### config.mk
export PLATFORM = sky130hd
export DESIGN_NAME = axil_resp_flat
export DESIGN_NICKNAME = d
export VERILOG_FILES = /design/src/hdl/axil_sram_pkg.sv /design/src/hdl/mem_rsp_if.sv /design/src/hdl/axil_resp.sv /design/src/flat_wrapper.sv
export SDC_FILE = /design/constraint.sdc
export NUM_CORES = 1
export LEC_CHECK = 0
export ABC_AREA = 1
export BUFFER_PORTS_ARGS = -buffer_cell sky130_fd_sc_hd__buf_2
export CAP_MARGIN = 10
export CORE_MARGIN = 1.5
export CORE_UTILIZATION = 40
export DETAILED_ROUTE_END_ITERATION = 8
export PLACE_DENSITY = 0.79
export SLEW_MARGIN = 10
export SYNTH_ARGS = -nofsm -noshare
export SYNTH_HDL_FRONTEND = slang
export SYNTH_SLANG_ARGS = --single-unit
### constraint.sdc
create_clock -name clk -period 2.5 [get_ports clk]
set_clock_uncertainty 0.05 [all_clocks]
set_input_delay 0.125 -clock clk [delete_from_list [all_inputs] [get_ports clk]]
set_output_delay 0.125 -clock clk [all_outputs]
set_load 0.02 [all_outputs]
### src/hdl/axil_sram_pkg.sv
`default_nettype none

package axil_sram_pkg;

  // ==========================================================================
  // bus widths
  // ==========================================================================

  localparam int addr_w = 32;
  localparam int data_w = 32;
  localparam int strb_w = data_w / 8;  // one strobe per byte lane

  // ==========================================================================
  // encodings
  // ==========================================================================

  // axi response codes, only the two this slave can return
  typedef enum logic [1:0] {
    resp_okay   = 2'b00,
    resp_slverr = 2'b10
  } resp_t;

  // request kind on the internal request/response paths
  typedef enum logic {
    op_read  = 1'b0,
    op_write = 1'b1
  } op_t;

  // latency core FSM
  typedef enum logic [1:0] {
    st_idle,  // waiting for a request
    st_wait,  // counting down the random delay
    st_resp   // response offered to the output side
  } core_state_t;

endpackage

`default_nettype wire

### src/hdl/mem_rsp_if.sv
`default_nettype none

// one finished access, core to output side
interface mem_rsp_if;
  import axil_sram_pkg::*;

  logic              valid;
  logic              ready;
  op_t               op;     // selects R or B
  logic [data_w-1:0] rdata;
  resp_t             resp;

  modport src (
    output valid,
    output op,
    output rdata,
    output resp,
    input  ready
  );

  modport dst (
    input  valid,
    input  op,
    input  rdata,
    input  resp,
    output ready
  );

endinterface

`default_nettype wire

### src/hdl/axil_resp.sv
`default_nettype none

module axil_resp (
  input  logic                             clk,
  input  logic                             rstn,
  mem_rsp_if.dst                           rsp,
  output logic [axil_sram_pkg::data_w-1:0] rdata,
  output axil_sram_pkg::resp_t             rresp,
  output logic                             rvalid,
  input  logic                             rready,
  output axil_sram_pkg::resp_t             bresp,
  output logic                             bvalid,
  input  logic                             bready
);
  import axil_sram_pkg::*;

  logic take;

  // ready when the target register is empty or draining now
  assign rsp.ready = (rsp.op == op_read) ? (!rvalid || rready) : (!bvalid || bready);
  assign take      = rsp.valid && rsp.ready;

  always_ff @(posedge clk) begin
    if (rstn) begin
      rvalid <= 1'b0;
      bvalid <= 1'b0;
    end else begin
      if (take && rsp.op == op_read)
        rvalid <= 1'b1;
      else if (rready)
        rvalid <= 1'b0;

      if (take && rsp.op == op_write)
        bvalid <= 1'b1;
      else if (bready)
        bvalid <= 1'b0;
    end
  end

  always_ff @(posedge clk) begin
    if (take && rsp.op == op_read) begin
      rdata <= rsp.rdata;
      rresp <= rsp.resp;
    end
    if (take && rsp.op == op_write)
      bresp <= rsp.resp;
  end

  a_r_hold: assert property (@(posedge clk) disable iff (rstn)
    rvalid && !rready |=> rvalid && $stable(rdata) && $stable(rresp));

  a_b_hold: assert property (@(posedge clk) disable iff (rstn)
    bvalid && !bready |=> bvalid && $stable(bresp));

endmodule

`default_nettype wire

### src/flat_wrapper.sv
// flat-port wrapper written by rule: the top's interface ports become plain ports
module axil_resp_flat import axil_sram_pkg::*;
  (clk, rstn, rdata, rresp, rvalid, rready, bresp, bvalid, bready, rsp_valid, rsp_op, rsp_rdata, rsp_resp, rsp_ready);
  mem_rsp_if rsp_i ();
  input  logic clk;
  input  logic rstn;
  output logic [axil_sram_pkg::data_w-1:0] rdata;
  output axil_sram_pkg::resp_t rresp;
  output logic rvalid;
  input  logic rready;
  output axil_sram_pkg::resp_t bresp;
  output logic bvalid;
  input  logic bready;
  input wire logic [$bits(rsp_i.valid)-1:0] rsp_valid;
  input wire logic [$bits(rsp_i.op)-1:0] rsp_op;
  input wire logic [$bits(rsp_i.rdata)-1:0] rsp_rdata;
  input wire logic [$bits(rsp_i.resp)-1:0] rsp_resp;
  output wire logic [$bits(rsp_i.ready)-1:0] rsp_ready;
  assign rsp_i.valid = rsp_valid;
  assign rsp_i.op = rsp_op;
  assign rsp_i.rdata = rsp_rdata;
  assign rsp_i.resp = rsp_resp;
  assign rsp_ready = rsp_i.ready;
  axil_resp u_core (.clk(clk), .rstn(rstn), .rsp(rsp_i), .rdata(rdata), .rresp(rresp), .rvalid(rvalid), .rready(rready), .bresp(bresp), .bvalid(bvalid), .bready(bready));
endmodule
==> qor.yml, run 1 <==
run_status:
  status: "complete, no violations"
logic_synthesis:
  ys_seq_elements: 38
  async_reset_ff_frac: 0
  syn_inst: 56
  synth_ff_type: "edfxtp_1"
  synth_top_area_share: 0.908
  yosysWarningCount: 0
  synth_area_leaders: "edfxtp_1 91%, dfxtp_1 3.4%, inv_1 2.2%, nand2_1 2.2%, nor2_1 0.63%"
  post-synth-top-count-cell: "edfxtp_1"
  avgSynthCellArea_um2: 21.3
  synthTopCellsByCount: "36 x edfxtp_1, 7 x inv_1, 7 x nand2_1"
  seq_area_frac_synth: 0.941
  synth_edf_count: 36
  syn-cell-area_um2: 1190
  yosys.area.top_type: "edfxtp_1"
  synth_cell_types: 7
  synth_nets: 96
critical_path:
  crit_type: "reg2reg"
  cp-startpoint: "u_core.rvalid"
  r2r_setup_slack_ns: 0.85
  crit_end: "u_core.rdata[26]"
  path_max_fanout: 20
  cp-start-kind: "flop"
  cp.required_ns: 2.48
  crit_arrival_ns: 1.63
  r2r_end: "u_core.rdata[26]"
  timing.rr.start: "u_core.rvalid"
  ff2ff_path_depth: 4
  crit_path_end_kind: "flop"
drt:
  drt-total-wl_mm: 3.36
  via_per_inst: 4.73
  num_vias: 988
  drt_pass1_iterations: 5
  antenna_left: 0
  drc: 0
  wl_per_cell_um: 16.1
  first_iter_violations: 23
global_route:
  first_global_vias: 1070
  grt_usage: 0.213
  grt_max_degree: 21
  grt-ovfl-total: 0
  antenna_found_initial: 0
  grt_pass1_wl_mm: 4.87
min_path:
  holdCritPathClass: "in2reg"
  hold_depth: 4
timing:
  tns_ns: 0
  relSlewSlack: 0.715
  max_freq_mhz: 607
  finalMaxSlewViolations: 0
  rsz0062_at_grt: "false"
  finalCritPeriodShare: 0.659
  setup_viol_count_final: 0
  hold_viol_final: 0
  tightest_slew_ns: 0.427
  layout_min_cycle_time_ns: 1.65
floorplanning:
  fp.dieW_um: 57.6
  core_um2: 2780
  num_rows: 19
  dieArea_um2: 3310
  die_h_um: 57.6
  io_pins: 79
  start_util: 0.428
cts:
  cts_sinks: 38
  cts_buffer_depth: 2
  h-tree-depth: 2
  cts_made_buffers: 5
  clk_pin_slew_ns: 0.12
  cts_tree: "yes"
  clk-insertion-delay-late_ns: 0.35
  post-cts-setup-buffers: 0
  root_buffer: "clkbuf_4"
place:
  dp.final_hpwl_mm: 1.77
  place.gp.congestion: 0.688
  port_buffers: 78
layout:
  layout-drive-gt1-share: 0.489
  syn2layout_area_growth_pct: 75.2
  antennaDiodeCount: 0
  nets: 217
power_and_ir_drop:
  power_density_nw_per_um2: 674
  power_leakage_nw: 0.933
  peakVddDrop_mv: 0.613
  total_power_w: 0.00141
flow_run:
  drv_cap: 0
## how the worst min path moves through the flow
stage / startpoint / end / slack [ns]
after floorplan: rsp_resp[0] / u_core.bresp[0] / 0.17
after global placement: rsp_rdata[15] / u_core.rdata[15] / 0.25
after detailed placement: rsp_rdata[9] / u_core.rdata[9] / 0.25
after CTS: rsp_op / u_core.rvalid / 0.03
after global routing: rsp_op / u_core.rvalid / 0.06
final: rsp_op / u_core.rvalid / 0.03
## worst max-delay path, stage by stage, from the launching register on
cell	delay [ns]
dfxtp_1	0.33
nand2_1	0.10
nand2_1	0.12
nor2_4	0.37
buf_4	0.35
## registers in the layout, summed over array words and instances (netlist names)
register       flops
u_core.rdata      32
u_core.rresp       2
u_core.bresp       2
u_core.bvalid      1
u_core.rvalid      1
## metrics by stage
stage	util	cell area [um^2]	std cells	hold WS, ns	worst slack, ns
floorplan	-	1190	56	0.174	0.0632
global placement	0.588	1640	166	0.252	1.02
detailed placement	0.588	1640	166	0.253	0.946
CTS	0.750	2090	209	0.0285	0.922
global route	0.750	2090	209	0.0553	0.808
finish	0.750	2090	209	0.0323	0.852
## final cells by class
type	instances	area, um^2
Sequential cell	38	1120
Timing Repair Buffer	114	748
Fill cell	171	694
Clock inverter	3	63.8
Tap cell	31	38.8
Multi-Input combinational cell	11	51.3
Clock buffer	5	37.5
Inverter	7	26.3
## power by group
part           leakage, nW  total [W]  switching (W)  internal (W)
registers            0.353   0.000736     0.00000776      0.000728
clock network       0.0528   0.000509       0.000200      0.000308
logic                0.526   0.000162      0.0000829     0.0000786
total                0.933    0.00141       0.000291       0.00112
## routing by layer
metal | GRT usage | wire length [um]
met4 | 0.113 | 118
met1 | 0.185 | 1080
met5 | 0 | 0
met2 | 0.388 | 1790
met3 | 0.109 | 379
## what timing repair did
action / CTS / global route
resized for setup: 0 / 0
hold buffers: 35 / 0
endpoints found under the hold margin: 38 / 0
## kinds of logic (layout without fill, tap and decap cells)
kind of cell           count (synthesis)  after routing  share of synthesized area
flip-flops                            38             38                      0.941
AND/OR/NAND/NOR                        9              9                     0.0284
buffers and inverters                  7            129                     0.0221
AO/OA/AOI/OAI                          2              2                    0.00840
## layout by cell type (no fill, tap or decap)
cell / count
buf_2: 78
buf_4: 1
bufinv_16: 2
clkbuf_4: 5
clkinv_1: 1
dfxtp_1: 2
dlygate4sd3_1: 35
edfxtp_1: 36
inv_1: 7
nand2_1: 7
nor2_1: 1
nor2_4: 1
o21ai_0: 1
o21ai_1: 1
Power figures use the tool's default switching activity.
==> inputs of run 2 (changes only) <==
==> constraint.sdc (replaced) <==
create_clock -name clk -period 1.6 [get_ports clk]
set_clock_uncertainty 0.05 [all_clocks]
set_input_delay 0.08 -clock clk [delete_from_list [all_inputs] [get_ports clk]]
set_output_delay 0.08 -clock clk [all_outputs]
set_load 0.02 [all_outputs]
==> qor.yml, run 2 (same netlist as run 1, synthesis figures left out) <==
global_route:
  grt_pass1_wl_mm: 4.20
  grt-ovfl-total: 0
  grt_max_degree: 22
  antenna_found_initial: 0
  first_global_vias: 974
  grt_usage: 0.180
power_and_ir_drop:
  peakVddDrop_mv: 0.844
  power_leakage_nw: 0.918
  power_density_nw_per_um2: 904
cts:
  root_buffer: "clkbuf_4"
  cts_buffer_depth: 2
  clk_pin_slew_ns: 0.11
  clk-insertion-delay-late_ns: 0.33
  cts_tree: "yes"
  cts_sinks: 38
  h-tree-depth: 2
  cts_made_buffers: 5
critical_path:
  r2r_setup_slack_ns: 0.29
  crit_type: "reg2reg"
  critPathSlowestCell: "dfxtp_1"
  slowest_delay_ns: 0.33
  cpMostUsedCell: "nand2_1"
  cp_cell_sequence: "nand2_1, nand2_1, nor2_4, buf_4"
  path_max_fanout: 8
  crit_buf_inv: 1
  cp-start-kind: "flop"
  cp_top_family: "simple AND/OR/NAND/NOR gates"
  crit_path_end_kind: "flop"
  cp.required_ns: 1.60
  crit_arrival_ns: 1.31
layout:
  antennaDiodeCount: 0
  design_area_um2: 2060
  nets: 218
  layout-drive-gt1-share: 0.486
  most-common-layout-cells: "78 x buf_2, 36 x edfxtp_1, 35 x dlygate4sd3_1, 7 x inv_1, 7 x nand2_1"
  utilization: 0.739
  top_regs: "u_core.rdata: 32 flops, u_core.bresp: 2 flops, u_core.rresp: 2 flops"
  syn2layout_area_growth_pct: 72.6
  largest_reg_flops: 32
  final_common_cell: "buf_2"
  regMostFlops: "u_core.rdata"
timing:
  hold_viol_final: 0
  finalMaxSlewViolations: 0
  finalCritPeriodShare: 0.817
  setup_ws_ns: 0.293
  layout_min_cycle_time_ns: 1.31
  whs_ns: 0.0669
  setup_viol_count_final: 0
  max_freq_mhz: 765
  tightest_slew_ns: 0.268
  relSlewSlack: 0.821
  rsz0062_at_grt: "false"
  tns_ns: 0
floorplanning:
  dieArea_um2: 3310
  fp.dieW_um: 57.6
  start_util: 0.428
  io_pins: 79
  num_rows: 19
  die_h_um: 57.6
  core_um2: 2780
min_path:
  holdCritPathClass: "in2reg"
flow_run:
  drv_cap: 0
drt:
  drt-total-wl_mm: 2.74
  antenna_left: 0
  drc: 0
  wl_per_cell_um: 13.1
  drt_pass1_iterations: 4
  via_per_inst: 4.47
  first_iter_violations: 24
  num_vias: 939
place:
  dpl_cell_area_um2: 1660
  place.gp.congestion: 0.690
  dp_worst_setup_slack_ns: 0.297
  port_buffers: 78
run_status:
  status: "complete, no violations"
## run 2: changes by cell type in the layout (fill, tap and decap cells not counted)
cell	delta
buf_12	+1
clkinv_2	+1
bufinv_16	-2
clkbuf_1	+1
## run 2: worst paths after layout
| check | start | endpoint | depth (start not counted) |
|---|---|---|---|
| worst max-delay path | u_core.rvalid | u_core.rdata[11] | 4 |
| worst min register to register | u_core.bvalid | u_core.bvalid | 4 |
| worst max register to register | u_core.rvalid | u_core.rdata[11] | 4 |
| worst min-delay path | rsp_op | u_core.rvalid | 4 |
## run 2: worst min-delay path, stage by stage
cell and delay [ns]:
buf_2 0.10, o21ai_0 0.11, nand2_1 0.09, inv_1 0.04
## run 2: metrics by stage
| step | instances | total power, W |
|---|---|---|
| 6_report | 210 | 0.00186 |
| 5_1_grt | 210 | 0.00192 |
| 4_1_cts | 210 | 0.00187 |
| 3_5_place_dp | 167 | 0.00136 |
| 3_3_place_gp | 167 | 0.00135 |
| 2_1_floorplan | 56 | 0.00126 |
## run 2: where the power goes
part           total, W  switching, W  internal, W
Combinational  0.000251      0.000124     0.000128
Sequential      0.00115     0.0000104      0.00114
Clock          0.000458      0.000293     0.000165
## run 2: cell type report
class,instances,area [um^2]
Clock buffer,6,41.3
Clock inverter,2,8.76
Fill cell,184,726
Inverter,7,26.3
Multi-Input combinational cell,11,51.3
Sequential cell,38,1120
Tap cell,31,38.8
Timing Repair Buffer,115,768
## run 2: what timing repair did
item                                    CTS  global route
hold buffers                             35             0
endpoints found under the setup margin    0             0
resized for setup                         0             0
hold endpoints to repair                 38             0
setup buffers                             0             0
## run 2: metal layers
| metal | vias to the layer above | GRT usage | part of all wire |
|---|---|---|---|
| met4 | 0 | 0.0997 | 0.0098 |
| li1 | 444 | - | - |
| met5 | - | 0 | 0 |
| met2 | 63 | 0.328 | 0.55 |
| met1 | 428 | 0.170 | 0.34 |
| met3 | 4 | 0.0680 | 0.11 |
