===== src/hdl/axil_sram_pkg.sv =====
`default_nettype none

package axil_sram_pkg;

  // ==========================================================================
  // bus widths
  // ==========================================================================

  localparam int addr_w = 32;
  localparam int data_w = 32;
  localparam int strb_w = data_w / 8;  // one strobe per byte lane

  // ==========================================================================
  // encodings
  // ==========================================================================

  // axi response codes, only the two this slave can return
  typedef enum logic [1:0] {
    resp_okay   = 2'b00,
    resp_slverr = 2'b10
  } resp_t;

  // request kind on the internal request/response paths
  typedef enum logic {
    op_read  = 1'b0,
    op_write = 1'b1
  } op_t;

  // latency core FSM
  typedef enum logic [1:0] {
    st_idle,  // waiting for a request
    st_wait,  // counting down the random delay
    st_resp   // response offered to the output side
  } core_state_t;

endpackage

`default_nettype wire


===== src/hdl/mem_req_if.sv =====
`default_nettype none

// one memory request, front to core
interface mem_req_if;
  import axil_sram_pkg::*;

  logic              valid;
  logic              ready;
  op_t               op;
  logic [addr_w-1:0] addr;
  logic [data_w-1:0] wdata;  // don't-care for reads
  logic [strb_w-1:0] wstrb;  // don't-care for reads

  modport src (
    output valid,
    output op,
    output addr,
    output wdata,
    output wstrb,
    input  ready
  );

  modport dst (
    input  valid,
    input  op,
    input  addr,
    input  wdata,
    input  wstrb,
    output ready
  );

endinterface

`default_nettype wire


===== src/hdl/axil_front.sv =====
`default_nettype none

module axil_front (
  input  logic                              clk,
  input  logic                              rstn,
  input  logic [axil_sram_pkg::addr_w-1:0]  araddr,
  input  logic                              arvalid,
  output logic                              arready,
  input  logic [axil_sram_pkg::addr_w-1:0]  awaddr,
  input  logic                              awvalid,
  output logic                              awready,
  input  logic [axil_sram_pkg::data_w-1:0]  wdata,
  input  logic [axil_sram_pkg::strb_w-1:0]  wstrb,
  input  logic                              wvalid,
  output logic                              wready,
  mem_req_if.src                            req
);
  import axil_sram_pkg::*;

  logic              rd_full;
  logic [addr_w-1:0] rd_addr;
  logic              aw_full;
  logic [addr_w-1:0] wr_addr;
  logic              w_full;
  logic [data_w-1:0] wr_data;
  logic [strb_w-1:0] wr_strb;
  logic              wr_full;
  logic              turn_wr;  // write wins the next tie
  logic              locked;   // offer pending, choice frozen
  op_t               lock_op;
  op_t               sel_op;
  logic              req_fire;

  assign arready = !rd_full;
  assign awready = !aw_full;
  assign wready  = !w_full;
  assign wr_full = aw_full && w_full;

  // ==========================================================================
  // read/write arbitration
  // ==========================================================================

  always_comb begin
    if (locked) begin
      sel_op = lock_op;
    end else if (rd_full && wr_full) begin
      sel_op = turn_wr ? op_write : op_read;
    end else if (wr_full) begin
      sel_op = op_write;
    end else begin
      sel_op = op_read;
    end
  end

  assign req.valid = rd_full || wr_full;
  assign req.op    = sel_op;
  assign req.addr  = (sel_op == op_write) ? wr_addr : rd_addr;
  assign req.wdata = wr_data;
  assign req.wstrb = wr_strb;
  assign req_fire  = req.valid && req.ready;

  always_ff @(posedge clk) begin
    if (rstn) begin
      rd_full <= 1'b0;
      aw_full <= 1'b0;
      w_full  <= 1'b0;
      turn_wr <= 1'b0;
      locked  <= 1'b0;
      lock_op <= op_read;
    end else begin
      if (arvalid && arready)
        rd_full <= 1'b1;
      else if (req_fire && sel_op == op_read)
        rd_full <= 1'b0;

      // the two write halves fill independently
      if (awvalid && awready)
        aw_full <= 1'b1;
      else if (req_fire && sel_op == op_write)
        aw_full <= 1'b0;

      if (wvalid && wready)
        w_full <= 1'b1;
      else if (req_fire && sel_op == op_write)
        w_full <= 1'b0;

      if (req_fire)
        turn_wr <= (sel_op == op_read);

      // hold op stable while the core stalls
      if (req_fire) begin
        locked <= 1'b0;
      end else if (req.valid) begin
        locked  <= 1'b1;
        lock_op <= sel_op;
      end
    end
  end

  // slot payload
  always_ff @(posedge clk) begin
    if (arvalid && arready)
      rd_addr <= araddr;
    if (awvalid && awready)
      wr_addr <= awaddr;
    if (wvalid && wready) begin
      wr_data <= wdata;
      wr_strb <= wstrb;
    end
  end

  // a write leaves only as a pair, and frees both halves
  a_write_pair: assert property (@(posedge clk) disable iff (rstn)
    req_fire && req.op == op_write |-> aw_full && w_full ##1 !aw_full && !w_full);

endmodule

`default_nettype wire


===== src/flat_wrapper.sv =====
// flat-port wrapper written by rule: the top's interface ports become plain ports
module axil_front_flat import axil_sram_pkg::*;
  (clk, rstn, araddr, arvalid, arready, awaddr, awvalid, awready, wdata, wstrb, wvalid, wready, req_valid, req_op, req_addr, req_wdata, req_wstrb, req_ready);
  mem_req_if req_i ();
  input  logic clk;
  input  logic rstn;
  input  logic [axil_sram_pkg::addr_w-1:0] araddr;
  input  logic arvalid;
  output logic arready;
  input  logic [axil_sram_pkg::addr_w-1:0] awaddr;
  input  logic awvalid;
  output logic awready;
  input  logic [axil_sram_pkg::data_w-1:0] wdata;
  input  logic [axil_sram_pkg::strb_w-1:0] wstrb;
  input  logic wvalid;
  output logic wready;
  output wire logic [$bits(req_i.valid)-1:0] req_valid;
  output wire logic [$bits(req_i.op)-1:0] req_op;
  output wire logic [$bits(req_i.addr)-1:0] req_addr;
  output wire logic [$bits(req_i.wdata)-1:0] req_wdata;
  output wire logic [$bits(req_i.wstrb)-1:0] req_wstrb;
  input wire logic [$bits(req_i.ready)-1:0] req_ready;
  assign req_valid = req_i.valid;
  assign req_op = req_i.op;
  assign req_addr = req_i.addr;
  assign req_wdata = req_i.wdata;
  assign req_wstrb = req_i.wstrb;
  assign req_i.ready = req_ready;
  axil_front u_core (.clk(clk), .rstn(rstn), .araddr(araddr), .arvalid(arvalid), .arready(arready), .awaddr(awaddr), .awvalid(awvalid), .awready(awready), .wdata(wdata), .wstrb(wstrb), .wvalid(wvalid), .wready(wready), .req(req_i));
endmodule

===== config.mk =====
export PLATFORM = sky130hd
export DESIGN_NAME = axil_front_flat
export DESIGN_NICKNAME = d
export VERILOG_FILES = /design/src/hdl/axil_sram_pkg.sv /design/src/hdl/mem_req_if.sv /design/src/hdl/axil_front.sv /design/src/flat_wrapper.sv
export SDC_FILE = /design/constraint.sdc
export NUM_CORES = 1
export LEC_CHECK = 0
export BUFFER_PORTS_ARGS = -buffer_cell sky130_fd_sc_hd__buf_2
export CAP_MARGIN = 20
export CORE_ASPECT_RATIO = 0.7
export CORE_MARGIN = 4
export CORE_UTILIZATION = 45
export DETAILED_ROUTE_END_ITERATION = 8
export PLACE_DENSITY = 0.83
export SYNTH_ARGS = -nofsm -noshare
export SYNTH_HDL_FRONTEND = slang
export SYNTH_SLANG_ARGS = --single-unit

===== constraint.sdc =====
create_clock -name clk -period 2.6 [get_ports clk]
set_input_delay 0.52 -clock clk [delete_from_list [all_inputs] [get_ports clk]]
set_output_delay 0.52 -clock clk [all_outputs]
set_load 0.02 [all_outputs]

==> results.ini, run 1 <==
[sta]
fmax_mhz = 404
period_needed_ns = 2.48
relSlewSlack_pct = 47.6
fin_crit_sh_pct = 95.2
finalMaxSlewViolations = 0
hold_viol = 0
rsz0062_at_grt = false
finalSetupViolCount = 0
finalSetupTns_ns = 0
tightest_slew_ns = 0.787
finClkSkew_ns = 0.00611
setup_ws_ns = 0.124

[cts]
clk_pin_slew_worst_paths_ns = 0.07
holdBufCountCts = 0
clkLatencyLatePin_ns = 0.33
cts-resized-gates = 0
post_cts_buffers = 0
cts_inserted_buffers = 9
cts.sinks = 106
clockBufferDepth = 2
h-tree-depth = 3
cts_tree = done
ctsRootBufferMaster = clkbuf_16

[pwr]
p_seq_share_pct = 54.1
clkPwrFrac_pct = 34.2
power.switching_uw = 819
peakVddDrop_mv = 0.493
switching_share_pct = 22.0
p_per_area_nw_per_um2 = 733
p_int_mw = 2.91
leakage_nw = 2.22
pwr-share-comb_pct = 11.7

[final_layout]
area_growth_pct = 33.5
n_antenna_cell = 0
drive_gt1_share_pct = 63.3
postLayoutCoreUtil_pct = 63.3
nets = 466
layout_commonest_cell = buf_2
layout_common_cells = 178 x buf_2, 100 x edfxtp_1, 27 x mux2_4

[run]
drv_cap = 0

[setup_path]
critical_path.endpoint = req_addr[31]
required_ns = 2.08
reg2regPathDepth = 5
startpoint = u_core.rd_full
r2r_slack_ns = 1.06
endpoint_kind = primary output
crit_path_max_fanout = 18
worstSetupStartpointType = flip-flop
cp.arrival_ns = 1.96
r2r_end = u_core.w_full
path_class = flip-flop to primary output
r2r_start = u_core.rd_full

[floorplan]
chipWidth_um = 118
die_h_um = 85.0
io_pins = 179
start_util_pct = 47.4
fp.dieArea_um2 = 10000
std_cell_rows = 27
core-area_um2 = 8040

[synth]
synth_top_area_cell = edfxtp_1
ys_top_cells_by_area = edfxtp_1 79%, mux2_4 11%, dfxtp_1 3.2%, buf_12 1.6%, mux2_2 1.5%
synth_cells = 170
synth.distinct_cells = 18
ys_seq_elements = 106
syn_avg_cell_area_um2 = 22.4
syn-num-nets = 276
yosysSeqAreaShare_pct = 81.9
synth_top_cell_area_share_pct = 78.8
yosysWarnings = 0
synthesis.area_um2 = 3810

[global_routing]
grt_max_degree = 37
grt_pass1_wl_um = 12300
grt_usage_pct = 16.3
antenna_found_initial = 0
grt.overflow.total = 0
grt_pass1_vias = 2286

[outcome]
status = completed

[hold_path]
hp-class = input port to flip-flop

[route]
via_count = 2186
drt_iter0_drc = 108
wl_um = 7940
drt_pre_antenna_iters = 4
ant_nets = 0
drc = 0
viasPerCell = 4.69
wl_per_cell_um = 17.0

[placed_design]
numPortBuffers = 178
pre_cts_slack_ns = 0.489
place_congestion = 0.767
hpwl_um = 6050

worst min-delay path by stage:
stage | slack, ns | cells past startpoint | endpoint | startpoint
global placement | 0.47 | 2 | u_core.turn_wr | u_core.turn_wr
floorplan | 0.46 | 2 | u_core.turn_wr | u_core.turn_wr
CTS | 0.34 | 1 | u_core.rd_addr[16] | araddr[16]
global route | 0.33 | 1 | u_core.wr_addr[0] | awaddr[0]
finish | 0.35 | 1 | u_core.wr_addr[17] | awaddr[17]
detailed placement | 0.49 | 2 | u_core.turn_wr | u_core.turn_wr
registers in the layout (all words and copies together), names as in the netlist:
register / flops
u_core.aw_full: 1
u_core.lock_op: 1
u_core.locked: 1
u_core.rd_addr: 32
u_core.rd_full: 1
u_core.req.wdata: 32
u_core.req.wstrb: 4
u_core.turn_wr: 1
u_core.w_full: 1
u_core.wr_addr: 32
cell type report:
type,count,area (µm²)
inverter,6,22.5
multi-input combinational,54,604
sequential,106,3120
fill,580,2950
timing repair buffer,183,928
clock buffer,9,225
tap,101,126
clock inverter,7,60.1
power by group through the flow:
stage / Combinational (mW) / Clock, mW / Sequential [mW]
floorplan: 0.226 / 0 / 2.09
global placement: 0.436 / 0 / 2.05
detailed placement: 0.443 / 0 / 2.06
CTS: 0.446 / 1.32 / 2.02
global route: 0.472 / 1.40 / 2.03
finish: 0.438 / 1.27 / 2.02
metrics by stage:
stage | cells | hold slack [ns] | power [mW] | cell area, µm²
6_report | 466 | 0.352 | 3.73 | 5090
5_1_grt | 466 | 0.334 | 3.90 | 5090
4_1_cts | 466 | 0.337 | 3.78 | 5090
3_5_place_dp | 450 | 0.490 | 2.50 | 4800
3_3_place_gp | 450 | 0.470 | 2.48 | 4800
2_1_floorplan | 170 | 0.455 | 2.31 | 3810
cell usage after synthesis, drive strengths merged:
| master | n |
|---|---|
| dfxtp | 6 |
| nand2b | 1 |
| nand2 | 2 |
| mux2 | 32 |
| buf | 4 |
| and2b | 2 |
| edfxtp | 100 |
| o2bb2ai | 1 |
| nor2 | 5 |
| nor2b | 2 |
| o31a | 1 |
| a21oi | 2 |
| inv | 6 |
| nor3 | 2 |
| a311oi | 4 |
critical path, cell delays in order, from the launching register on:
cell     delay [ns]
dfxtp_1        0.47
nor2b_1        0.17
o31a_2         0.14
buf_4          0.31
mux2_2         0.38
buf_2          0.16
layer usage:
layer / track usage, % / routed length, µm
met5: 0 / 0
met4: 5.96 / 159
met3: 7.66 / 695
met2: 26.4 / 3940
met1: 19.3 / 3140
cells by family after synthesis:
kind of cell	Yosys count	share of synthesized area, %
AND/OR/NAND/NOR	14	1.87
AO/OA/AOI/OAI	8	1.64
multiplexers	32	12.1
buffers and inverters	10	2.46
flip-flops	106	81.9
Note: power is estimated with default switching activity, not from simulation.
==> run 2, diff against run 1 <==
- CORE_MARGIN: 4 -> 2
==> results.ini, run 2 (synthesized netlist as in run 1, its figures left out) <==
[sta]
period_needed_ns = 2.43
tightest_slew_ns = 0.828
finalSetupTns_ns = 0
finClkSkew_ns = 0.00522
finalMaxSlewViolations = 0
setup_ws_ns = 0.168
relSlewSlack_pct = 44.8
finalSetupViolCount = 0
hold_viol = 0
rsz0062_at_grt = false
fin_crit_sh_pct = 93.5
fmax_mhz = 411

[route]
drt_iter0_drc = 185
ant_nets = 0
wl_um = 7710
wl_per_cell_um = 16.5
viasPerCell = 4.71
drc = 0
drt_pre_antenna_iters = 4
via_count = 2205

[final_layout]
num-fill-cells = 622
postLayoutCoreUtil_pct = 61.3
n_antenna_cell = 0
area_growth_pct = 34.0
seqCellArea_um2 = 3120
layout_commonest_cell = buf_2
multi_input_area_um2 = 604
layout_common_cells = 178 x buf_2, 100 x edfxtp_1, 27 x mux2_4
nets = 466
fin_area_um2 = 5110
drive_gt1_share_pct = 63.4

[floorplan]
std_cell_rows = 28
start_util_pct = 45.7
die_h_um = 81.0
core-area_um2 = 8340
io_pins = 179
fp.dieArea_um2 = 9240
chipWidth_um = 114

[run]
drv_cap = 0

[cts]
clockBufferDepth = 2
ctsRootBufferMaster = clkbuf_16
holdBufCountCts = 0
clk_pin_slew_worst_paths_ns = 0.07
cts.sinks = 106
clkLatencyLatePin_ns = 0.34
cts-resized-gates = 0
cts_inserted_buffers = 9
cts_tree = done
h-tree-depth = 3
post_cts_buffers = 0

[placed_design]
numPortBuffers = 178
hpwl_um = 5550
place_congestion = 0.736
dpl_cell_area_um2 = 4830
pre_cts_slack_ns = 0.537

[setup_path]
cp.arrival_ns = 1.91
required_ns = 2.08
path_class = flip-flop to primary output
worstSetupStartpointType = flip-flop
reg2regPathDepth = 5
crit_path_max_fanout = 12
endpoint_kind = primary output

[global_routing]
antenna_found_initial = 1
grt_max_degree = 37
grt_pass1_wl_um = 11100
grt.overflow.total = 0
grt_usage_pct = 16.9
grt_pass1_vias = 2181

[outcome]
status = completed

[pwr]
leakage_nw = 2.22
p_per_area_nw_per_um2 = 730
peakVddDrop_mv = 0.493

[hold_path]
min_path_cells = 1
hp-class = input port to flip-flop

==> run 2: stage by stage <==
stage | instances | hold slack, ns | power (mW)
6_report | 468 | 0.355 | 3.73
5_1_grt | 468 | 0.335 | 3.87
3_3_place_gp | 454 | 0.471 | 2.49
4_1_cts | 468 | 0.343 | 3.77
3_5_place_dp | 454 | 0.479 | 2.51
2_1_floorplan | 170 | 0.455 | 2.31
==> run 2: report_power, final <==
group          switching, mW  internal [mW]  total (mW)
registers             0.0315           1.99        2.02
logic                  0.249          0.197       0.446
clock network          0.533          0.734        1.27
==> run 2: worst paths after layout <==
kind	startpoint	to	slack, ns
worst max register to register	u_core.rd_full	u_core.w_full	1.02
worst min-delay path	wdata[21]	u_core.req.wdata[21]	0.35
worst min register to register	u_core.turn_wr	u_core.turn_wr	0.48
worst max-delay path	u_core.rd_full	req_addr[31]	0.17
==> run 2: worst max-delay path: stages (launching register included) <==
cell	delay [ns]
dfxtp_1	0.47
nor2b_1	0.17
o31a_2	0.17
buf_4	0.25
mux2_2	0.35
buf_2	0.16
==> run 2: layer usage <==
layer | share of wire (%) | routed length (µm) | track usage (%)
met2 | 50 | 3870 | 28.7
met1 | 41 | 3160 | 19.5
met3 | 7.5 | 577 | 6.72
met4 | 1.2 | 92 | 6.71
met5 | 0 | 0 | 0
==> run 2: area by class of cell <==
cell class	count	share of cell area, %
timing repair buffer	183	18.7
clock buffer	11	4.55
clock inverter	3	0.833
inverter	6	0.441
tap	105	2.57
multi-input combinational	54	11.8
sequential	106	61.1
